File: src/morph_pkg.sv
`default_nettype none

package morph_pkg;

    // image and window geometry
    localparam int line_width = 16;  // pixels per line in this build.
    localparam int win_size   = 5;   // the window is win_size by win_size pixels.
    localparam int addr_w     = $clog2(line_width);
    localparam int ptr_w      = $clog2(win_size);  // also wide enough for a row count to four.
    localparam int win_bits   = win_size * win_size;
    localparam int win_centre = win_bits / 2;  // bit of the centre pixel in the flat window.

    typedef enum logic [1:0] {
        op_pass   = 2'd0,  // output is the window centre.
        op_erode  = 2'd1,  // output is the AND of the window.
        op_dilate = 2'd2   // output is the OR of the window.
    } morph_op_t;

    typedef enum logic {
        st_idle   = 1'b0,  // no frame start seen since reset.
        st_active = 1'b1
    } frame_state_t;

endpackage : morph_pkg

`default_nettype wire
File: src/bin_morph_top.sv
`default_nettype none
`timescale 1ns/1ps

module bin_morph_top
    import morph_pkg::*;
(
    input  logic      clk      ,
    input  logic      rstn     ,
    input  logic      bin      ,
    input  logic      de       ,
    input  logic      hsync    ,
    input  logic      cls      ,
    input  morph_op_t op       ,
    output logic      out_bin  ,
    output logic      out_valid
);

    logic [win_size-1:0] column;    // one pixel column of the window.
    logic                shift_en;
    morph_op_t           op_q;

    bin_line_buffers u_line_buffers (
        .clk   (clk),
        .rstn  (rstn),
        .bin   (bin),
        .de    (de),
        .hsync (hsync),
        .cls   (cls),
        .column(column)
    );

    morph_ctrl u_ctrl (
        .clk      (clk),
        .rstn     (rstn),
        .de       (de),
        .hsync    (hsync),
        .cls      (cls),
        .op       (op),
        .shift_en (shift_en),
        .op_q     (op_q),
        .out_valid(out_valid)
    );

    morph_core u_core (
        .clk     (clk),
        .rstn    (rstn),
        .column  (column),
        .shift_en(shift_en),
        .op_q    (op_q),
        .out_bin (out_bin)
    );

endmodule : bin_morph_top

`default_nettype wire

File: src/morph_ctrl.sv
`default_nettype none
`timescale 1ns/1ps

module morph_ctrl
    import morph_pkg::*;
(
    input  logic      clk      ,
    input  logic      rstn     ,
    input  logic      de       ,
    input  logic      hsync    ,
    input  logic      cls      ,
    input  morph_op_t op       ,
    output logic      shift_en ,
    output morph_op_t op_q     ,
    output logic      out_valid
);

    frame_state_t      state;
    logic [addr_w-1:0] col;
    logic [ptr_w-1:0]  row;         // saturates once the window is full height.
    logic              in_win;
    logic [1:0]        valid_pipe;

    always_ff @(posedge clk or negedge rstn) begin
        if (!rstn) begin
            state <= st_idle;
            op_q  <= op_pass;
        end else if (cls) begin
            state <= st_active;  // a start in an active frame restarts it.
            op_q  <= op;
        end
    end

    always_ff @(posedge clk or negedge rstn) begin
        if (!rstn) begin
            col <= '0;
            row <= '0;
        end else if (cls) begin
            col <= '0;
            row <= '0;
        end else if (hsync) begin
            col <= '0;
            if (row != ptr_w'(win_size - 1)) begin
                row <= row + 1'b1;
            end
        end else if (de && col != addr_w'(line_width - 1)) begin
            col <= col + 1'b1;
        end
    end

    assign in_win = (state == st_active) && de && (row == ptr_w'(win_size - 1)) &&
                    (col >= addr_w'(win_size - 1));

    // shift_en meets the window one stage ahead of the registered result.
    always_ff @(posedge clk or negedge rstn) begin
        if (!rstn) begin
            shift_en   <= 1'b0;
            valid_pipe <= '0;
            out_valid  <= 1'b0;
        end else begin
            shift_en   <= de;
            valid_pipe <= {valid_pipe[0], in_win};
            out_valid  <= valid_pipe[1];
        end
    end

endmodule : morph_ctrl

`default_nettype wire

File: src/morph_core.sv
`default_nettype none
`timescale 1ns/1ps

module morph_core
    import morph_pkg::*;
(
    input  logic                clk     ,
    input  logic                rstn    ,
    input  logic [win_size-1:0] column  ,
    input  logic                shift_en,
    input  morph_op_t           op_q    ,
    output logic                out_bin
);

    // The window is stored as win_size columns of win_size bits each.
    // The newest column lives in the low bits, so bits [win_size-1:0]
    // hold column c and the top bits hold column c-4. Inside a column,
    // bit 0 is the oldest row, which keeps the centre at win_centre.
    logic [win_bits-1:0] win;
    logic                result;

    always_ff @(posedge clk or negedge rstn) begin
        if (!rstn) begin
            win <= '0;
        end else if (shift_en) begin
            win <= {win[win_bits-win_size-1:0], column};  // oldest column drops out.
        end
    end

    always_comb begin
        case (op_q)
            op_pass: begin
                result = win[win_centre];
            end
            op_erode: begin
                result = &win;  // set only if every pixel in the window is set.
            end
            op_dilate: begin
                result = |win;  // set if any pixel in the window is set.
            end
            default: begin
                result = win[win_centre];
            end
        endcase
    end

    // out_bin is registered every cycle and only counts where out_valid is high.
    always_ff @(posedge clk or negedge rstn) begin
        if (!rstn) begin
            out_bin <= 1'b0;
        end else begin
            out_bin <= result;
        end
    end

endmodule : morph_core

`default_nettype wire

File: src/bin_line_buffers.sv
`default_nettype none
`timescale 1ns/1ps

module bin_line_buffers
    import morph_pkg::*;
(
    input  logic                clk   ,
    input  logic                rstn  ,
    input  logic                bin   ,
    input  logic                de    ,
    input  logic                hsync ,
    input  logic                cls   ,
    output logic [win_size-1:0] column
);

    logic [addr_w-1:0]   addr;
    logic [ptr_w-1:0]    wr_ptr;   // memory that takes the current line.
    logic [win_size-1:0] rd_bits;  // registered reads, indexed by memory.
    logic                cur_q;

    always_ff @(posedge clk or negedge rstn) begin
        if (!rstn) begin
            addr   <= '0;
            wr_ptr <= '0;
        end else if (cls) begin
            addr   <= '0;
            wr_ptr <= '0;
        end else if (hsync) begin
            addr <= '0;
            if (wr_ptr == ptr_w'(win_size - 1)) begin
                wr_ptr <= '0;
            end else begin
                wr_ptr <= wr_ptr + 1'b1;
            end
        end else if (de && addr != addr_w'(line_width - 1)) begin
            addr <= addr + 1'b1;
        end
    end

    // one memory per line; the selected one is written while the rest are read.
    for (genvar i = 0; i < win_size; i++) begin : g_mem
        logic [line_width-1:0] mem;
        logic                  rd_q;

        always_ff @(posedge clk) begin
            if (de && wr_ptr == ptr_w'(i)) begin
                mem[addr] <= bin;
            end else begin
                rd_q <= mem[addr];
            end
        end

        assign rd_bits[i] = rd_q;
    end

    always_ff @(posedge clk) begin
        cur_q <= bin;
    end

    // the memory after the write pointer holds the oldest line.
    always_comb begin
        int sel;
        for (int k = 0; k < win_size - 1; k++) begin
            sel = int'(wr_ptr) + k + 1;
            if (sel >= win_size) begin
                sel = sel - win_size;
            end
            column[k] = rd_bits[sel];
        end
        column[win_size-1] = cur_q;  // newest row sits on top.
    end

endmodule : bin_line_buffers

`default_nettype wire

File: config.mk
export PLATFORM = sky130hd
export DESIGN_NAME = bin_morph_top
export DESIGN_NICKNAME = d
export VERILOG_FILES = /design/src/morph_pkg.sv /design/src/bin_morph_top.sv /design/src/morph_ctrl.sv /design/src/morph_core.sv /design/src/bin_line_buffers.sv
export SDC_FILE = /design/constraint.sdc
export NUM_CORES = 1
export LEC_CHECK = 0
export ABC_CLOCK_PERIOD_IN_PS = 3600
export BUFFER_PORTS_ARGS = -buffer_cell sky130_fd_sc_hd__buf_2
export CAP_MARGIN = 20
export CORE_UTILIZATION = 25
export CTS_BUF_LIST = sky130_fd_sc_hd__clkbuf_8
export CTS_CLUSTER_DIAMETER = 200
export DETAILED_ROUTE_END_ITERATION = 10
export GPL_TIMING_DRIVEN = 0
export SYNTH_ARGS = -nofsm -noshare
export SYNTH_HDL_FRONTEND = slang
export SYNTH_SLANG_ARGS = --single-unit
File: constraint.sdc
create_clock -name clk -period 3.6 [get_ports clk]
set_input_delay 0.72 -clock clk [delete_from_list [all_inputs] [get_ports clk]]
set_output_delay 0.72 -clock clk [all_outputs]
set_load 0.005 [all_outputs]
==> results.md, run 1 <==
- Counting every instance in the synthesized netlist gives 504.
- The slowest library cell on the worst path is or4_4.
- The number of post-CTS setup repair buffers is 0.
- The number of nets in the synthesized netlist is 532.
- The worst register-to-register path has a setup slack of around 0.34 ns.
- In this run the worst path has a maximum fanout of 13.
- The initial core utilization is 0.258.
- For the finished layout, the period the worst path requires is around 3.3 ns.
- The HPWL reported at the end of detailed placement is ~9200 um.
- After filler insertion, the fill cell instance count of the layout stands at 2,529.
- Signal routing reaches up to met4.
- The number of hold violations in the final report is 0.
- The remaining global-route overflow is 0.
- The critical path data required time is 3.93 ns.
- The capture point of the worst path is u_core.win[3].
- The via count of the first global-routing pass is 4,072.
- The number of standard-cell rows in the floorplan is 57.
- In the detailed route, the total length drawn on met2 is 6690 um.
- The category of cells accounting for the largest share of critical-path delay is compound AO/OA/AOI/OAI gates.
- The commonest register cell after synthesis is edfxtp_1.
- The global-route usage over all layers is 0.114.
- The fraction of synthesis flops using an asynchronous set or reset pin is 0.353.
- The most frequent standard cell in the layout excluding fill and tap cells is nor2_1.
- The sort of element at the end of the critical path is a flop.
- The number of cells on the worst reg-to-reg path is 9.
- The count of pins on the block boundary is 10.
- The number of vias in the routed layout is between 4,000 and 5,000.
- The clock skew is 0.0256 ns.
- The remaining antenna violation count is 0.
- After synthesis, the netlist uses 50 different library cells.
- TritonCTS built the clock tree.
- The worst-case hold slack is roughly 0.12 ns.
- The average instance area after synthesis is between 10 and 15 um2.
- Max-cap violations in this run came to 0.
- The total count of max-transition violations in the final report was 0.
- Of the cells placed in the final design, the portion with a size suffix greater than 1 is 0.185.
- The top cell types in the final layout, fill and taps aside, are nor2_1 (99), edfxtp_1 (85), dfrtp_1 (47).
- The synthesized netlist occupies a cell area of 6350 um2.
- The signed area change from the synthesized netlist to the final layout is 14.1%.
- For the worst setup path, the data arrival time is 3.59 ns.
- The share of the core filled with cells is 0.294.
- The initial antenna violation count is 0.
- After clock tree synthesis, the clock-pin slew on the worst setup and hold paths is approximately 0.080 ns.
- The upper clock frequency limit is about 310 MHz.
- The origin of the critical flop-to-flop path is u_line_buffers.wr_ptr[0].
- The clock reaches the later pin of the worst-skew pair after 0.46 ns.
- The H-tree was split into 4 levels.
- The count of buffers added on input and output ports is 8.
- Measured along the x axis, the die boundary spans 161 um.
- The worst-case clock buffer depth is 2.
- The static leakage is 2.47 nW.
- The detailed-route DRC error count is 0.
- Together, buffers and inverters on the worst path number 2.
- Setup violations remaining at the end of the flow were counted as 0.
- For the pin with the worst max-slew slack, the measured transition is around 0.93 ns.
- The sequential cell area fraction in the yosys report is 0.591.
- In this run the tightest slew margin relative to its limit is 0.380.
- The class of the most critical setup path is flop to flop.
- The final net count is 561.
- At the end of routability-driven placement, the weighted congestion stood at about 0.8.
- The DRC violation total after the first TritonRoute iteration is 262.
- The areal power density over the cells is 478 nW/um2.
- The root buffer cell chosen for the clock tree is clkbuf_8.
- The highest cell delay on the worst timing path is 0.48 ns.
- The final standard cell area without fillers is slightly above 7000 um2.
- The first global-routing pass estimated 22,900 um of wire.
- The endpoint identified for the worst register-to-register timing path is u_core.win[3].
- Setup repair after global routing left no endpoint under its margin.
- The area of the core region is between 20,000 and 25,000 um2.
- In the final routing, the length of wire on met1 measures 6500 um.
- Entering global routing, the biggest net connects 48 pins.
- The synthesized design contains 85 enable-type register cells.
- Setup total negative slack on the finished layout was measured at 0 ns.
- Summing all placed instances gives a cell area of about 6800 um2.
- The number of detailed-routing iterations run before antenna repair is 5.
- Walking the worst path, the cells encountered are buf_6 > clkinvlp_4 > ha_1 > or2_4 > or4_4 > a221oi_2 > mux2i_1 > a2111oi_2 > a211o_1.
- The maximum vdd drop is 0.220 mV.
- Counting buffers and inverters, the worst setup path is 9 cells deep.
- After synthesis the netlist holds a flip-flop and latch count of 133.
- The yosys synthesis warning count is 0.
- The most critical setup path has its startpoint at u_line_buffers.wr_ptr[0].
- The tree built by TritonCTS fans out to 133 sinks.
- Wires add up to 13,900 um.
- The number of buffers inserted during clock tree synthesis is 17.
- The floorplan step defined a die boundary enclosing 26,000 um2.
- The floorplan die height is 161 um.
- After detailed routing, the average wire length per cell comes to 16.0 um.
- The period utilization is 0.907.
- The worst setup path is launched from a flop.
- The number of antenna diodes in the final layout is 0.
- The flow ran to the end, and the final reports show no timing, DRC or antenna violations.
- The worst hold path class is input port to async pin.
- The wire length on met3 is 555 um.
- After detailed routing, the number of vias per cell comes to 4.67.
## repair_timing
action                                  CTS  global route
hold buffers                              0             0
gates resized for setup                   0             1
hold endpoints to repair                  0             0
endpoints found under the setup margin    0             1
## layout make-up
type	instances	area, um2	share of cell area
clock inverter	15	170	0.0235
buffer	25	101	0.0140
timing repair buffer	10	80.1	0.0111
multi-input combinational	330	2440	0.337
clock buffer	17	234	0.0323
inverter	16	63.8	0.00881
tap	324	405	0.0560
sequential	133	3750	0.518
## state kept, by name, summed over array words and instances (netlist names)
register / flops
u_core.out_bin: 1
u_core.win: 25
u_ctrl.col: 4
u_ctrl.op_q: 2
u_ctrl.out_valid: 1
u_ctrl.row: 3
u_ctrl.shift_en: 1
u_ctrl.state: 1
u_ctrl.valid_pipe: 2
u_line_buffers.addr: 4
u_line_buffers.cur_q: 1
u_line_buffers.g_mem.mem: 80
u_line_buffers.g_mem.rd_q: 5
u_line_buffers.wr_ptr: 3
## cell usage after synthesis, types with 2 or more instances
cell	count	share of area
a211oi_1	2	0.0024
a21boi_0	2	0.0024
a21oi_1	15	0.012
a311oi_1	2	0.0028
a31oi_1	4	0.0039
buf_1	4	0.0024
clkbuf_1	20	0.012
dfrtp_1	47	0.19
edfxtp_1	85	0.40
ha_1	20	0.039
inv_1	14	0.0083
mux2_2	23	0.041
mux2i_1	9	0.014
mux4_2	25	0.089
nand2_1	35	0.021
nand2b_1	6	0.0059
nand3_1	13	0.010
nand4_1	10	0.0099
nor2_1	99	0.059
nor2b_1	3	0.0030
nor3_1	6	0.0047
nor4_1	6	0.0059
o21ai_0	16	0.013
or2_2	3	0.0030
or4_1	2	0.0024
xnor2_1	6	0.0083
xor2_1	4	0.0055
## power by group
group	internal [W]	switching, W
Clock	0.000633	0.000653
Sequential	0.00172	0.000101
Combinational	0.000166	0.000186
## stage by stage
stage | setup WS [ns] | instances | power [W]
2_1_floorplan | 0.626 | 504 | 0.00208
3_3_place_gp | 0.190 | 836 | 0.00220
3_5_place_dp | 0.203 | 837 | 0.00221
4_1_cts | 0.185 | 869 | 0.00350
5_1_grt | 0.125 | 870 | 0.00363
6_report | 0.336 | 870 | 0.00346
## cells by family after synthesis
family	count (synthesis)	share of synthesized area
compound gates	51	0.0507
xor+xnor	10	0.0138
mux	57	0.144
simple gates	192	0.136
buf+inv	41	0.0254
fa+ha+maj	20	0.0394
flops	133	0.591
## how the worst min path moves through the flow
stage / start / endpoint / slack, ns / cells past startpoint
6_report: rstn / u_core.win[1] / 0.12 / 1
5_1_grt: rstn / u_core.win[1] / 0.1 / 1
4_1_cts: u_ctrl.valid_pipe[1] / u_ctrl.out_valid / 0.36 / 0
3_5_place_dp: u_ctrl.valid_pipe[1] / u_ctrl.out_valid / 0.35 / 0
3_3_place_gp: u_ctrl.valid_pipe[1] / u_ctrl.out_valid / 0.33 / 0
2_1_floorplan: u_ctrl.valid_pipe[1] / u_ctrl.out_valid / 0.33 / 0
## routing by layer
metal / track usage / vias to the layer above
met1: 0.156 / 2053
met3: 0.0288 / 14
met5: 0 / -
li1: - / 1898
met4: 0.0352 / 0
met2: 0.177 / 95
Power figures use the tool's default switching activity.
==> inputs of run 2 (changes only) <==
==> constraint.sdc (replaced) <==
create_clock -name clk -period 3.6 [get_ports clk]
set_input_delay 0.18 -clock clk [delete_from_list [all_inputs] [get_ports clk]]
set_output_delay 0.18 -clock clk [all_outputs]
set_load 0.005 [all_outputs]
==> results.md, run 2 (same netlist as run 1, synthesis figures left out) <==
- The die area is 26,000 um2.
- In the final layout, the registers with the most flip-flops are u_line_buffers.g_mem.mem (80), u_core.win (25), u_line_buffers.g_mem.rd_q (5).
- The number of vias in the routed layout is 4,041.
- In this run the post-CTS setup repair buffer count came out at 0.
- In this run, CTS created clock tree buffers numbering 17.
- The class of the most critical setup path is flop to flop.
- The most flop-heavy register is u_line_buffers.g_mem.mem.
- The number of cell instances on the worst register-to-register path is 9.
- Derived from the worst setup path, the maximum achievable clock frequency is 306 MHz.
- The register with the most flip-flops in the layout has 80 of them.
- The most frequent standard cell in the layout excluding fill and tap cells is nor2_1.
- The highest fanout seen on the critical path is 13.
- The flop-to-flop setup slack is 0.33 ns.
- Setup repair after global routing left no endpoint under its margin.
- The share of the core filled with cells is 0.296.
- The static leakage is 2.49 nW.
- The launching element type of the critical path is a flop.
- In the final routed layout, each cell accounts on average for 15.9 um.
- The slew at the pin with the worst max-slew slack is 0.927 ns.
- The critical path data required time is 3.93 ns.
- STA classifies the critical path endpoint as a flop.
- The number of hold violations in the final report came to 0.
- The HPWL reported at the end of detailed placement is 9240 um.
- The floorplan die height is 161 um.
- The initial antenna violation count is 0.
- The insertion delay of the later-clocked pin in the worst-skew pair is between 0.4 and 0.5 ns.
- The endpoint of the worst register-to-register path is u_core.win[3].
- The worst pin sits at a relative slew slack of 0.382.
- The count of nets left with antenna violations once routing finished came out at 0.
- The DRC violation total after the first TritonRoute iteration is around 280.
- The origin of the critical flop-to-flop path is u_line_buffers.wr_ptr[0].
- The antenna diode instance count is 0.
- The worst path in the final design needs a cycle of 3.27 ns, including I/O delays and setup.
- After filler insertion, the fill cell instance count of the layout stands at 2,525.
- The tree is rooted in a clkbuf_8.
- For this run, the total global-route usage over all layers was measured as 0.114.
- The min-delay analysis places its worst path in the category input port to async pin.
- The share of cells above drive strength 1 is 0.183.
- Across the run, the number of max-cap violations was 0.
- The flow ran to the end, and the final reports show no timing, DRC or antenna violations.
- The width of the die is around 160 um.
- The total count of max-transition violations in the final report is 0.
- The clock skew is 0.0258 ns.
- The least setup slack across all paths after layout is 0.331 ns.
- The worst-case clock buffer depth is 2.
- The initial core utilization is 0.258.
- TritonCTS built the clock tree.
- Clock tree synthesis found a total of 133 sinks.
- The via count of the first global-routing pass came to 4,091.
- After global routing the overflow that remains totals 0.
- The final layout contains routed wiring with a total length of 13,900 um.
- The per-cell via count in the routed design is 4.62.
- OpenSTA, run right after detailed placement, puts the worst setup slack at 0.203 ns.
- The count of buffers added on input and output ports is 8.
- At the worst endpoint, the arrival time is 3.60 ns.
- Entering global routing, the biggest net connects 48 pins.
- The area of the core region is between 20,000 and 25,000 um2.
- The signed area change from the synthesized netlist to the final layout is 14.9%.
- The maximum vdd drop is about 0.22 mV.
- In the final timing run, aggregate negative setup slack is 0 ns.
- The detailed-route DRC error count is 0.
- The post-route total power is 0.00347 W.
- The congestion estimate from routability-driven global placement came to 0.805.
- The net count of the finished layout is ~570.
- The clock tree synthesis step divided the H-tree into 4 levels.
- The period utilization is 0.908.
- The library cells used most frequently in the layout, excluding fill and tap cells, are nor2_1 (99), edfxtp_1 (85), dfrtp_1 (47).
- After clock tree synthesis, the clock-pin slew on the worst setup and hold paths is 0.08 ns.
- The number of endpoints failing setup at the final stage is 0.
- The number of detailed-routing iterations run before antenna repair is 5.
- The areal power density over the cells is between 400 and 500 nW/um2.
- After floorplanning, the core was divided into 57 placement rows.
- In this run the count of I/O pins placed on the die edge is 10.
- The first-pass GRT wire length is 22,900 um.
## run 2: cell types whose count changed in the layout (fill, tap and decap cells not counted)
cell,previous run,this run
dlygate4sd3_1,0,5
## run 2: worst max-delay path: stages (launching register included)
cell        delay (ns)
dfrtp_1           0.43
buf_6             0.17
clkinvlp_4        0.23
ha_1              0.47
or2_4             0.29
or4_4             0.48
a221oi_2          0.46
mux2i_1           0.27
a2111oi_2         0.07
a211o_1           0.27
## run 2: power by group
part	leakage (nW)	internal, W	switching (W)	total, W
registers	1.37	0.00172	0.000101	0.00182
clock network	0.203	0.000633	0.000659	0.00129
logic	0.917	0.000170	0.000186	0.000356
## run 2: worst max path at each step
stage,startpoint,to,slack [ns],cells after the start
2_1_floorplan,u_line_buffers.wr_ptr[0],u_core.win[3],0.63,9
3_3_place_gp,u_line_buffers.wr_ptr[0],u_core.win[3],0.19,9
3_5_place_dp,u_line_buffers.wr_ptr[0],u_core.win[3],0.20,9
4_1_cts,u_line_buffers.wr_ptr[0],u_core.win[3],0.19,9
5_1_grt,u_line_buffers.wr_ptr[0],u_core.win[3],0.12,9
6_report,u_line_buffers.wr_ptr[0],u_core.win[3],0.33,9
## run 2: timing repair
item | 4_1_cts | 5_1_grt
hold buffers | 5 | 0
hold endpoints to repair | 51 | 0
endpoints found under the setup margin | 0 | 1
gates resized for setup | 0 | 1
## run 2: through the flow
stage	cells	area, um2	hold slack [ns]
2_1_floorplan	504	6350	-0.116
3_3_place_gp	836	6790	0.317
3_5_place_dp	837	6810	0.321
4_1_cts	874	7270	0.102
5_1_grt	875	7290	0.114
6_report	875	7290	0.120
## run 2: layer usage
layer	up-vias	global-route usage	wire (um)
li1	1909	-	-
met1	2038	0.157	6600
met2	80	0.177	6650
met3	14	0.0285	514
met4	0	0.0352	136
met5	-	0	0
## run 2: area by class of cell
class	count	area, um2	area share
Sequential cell	133	3750	0.514
Multi-Input combinational cell	330	2440	0.334
Buffer	25	101	0.0139
Inverter	16	63.8	0.00875
Tap cell	324	405	0.0556
Clock buffer	17	234	0.0321
Clock inverter	15	170	0.0233
Timing Repair Buffer	15	130	0.0179
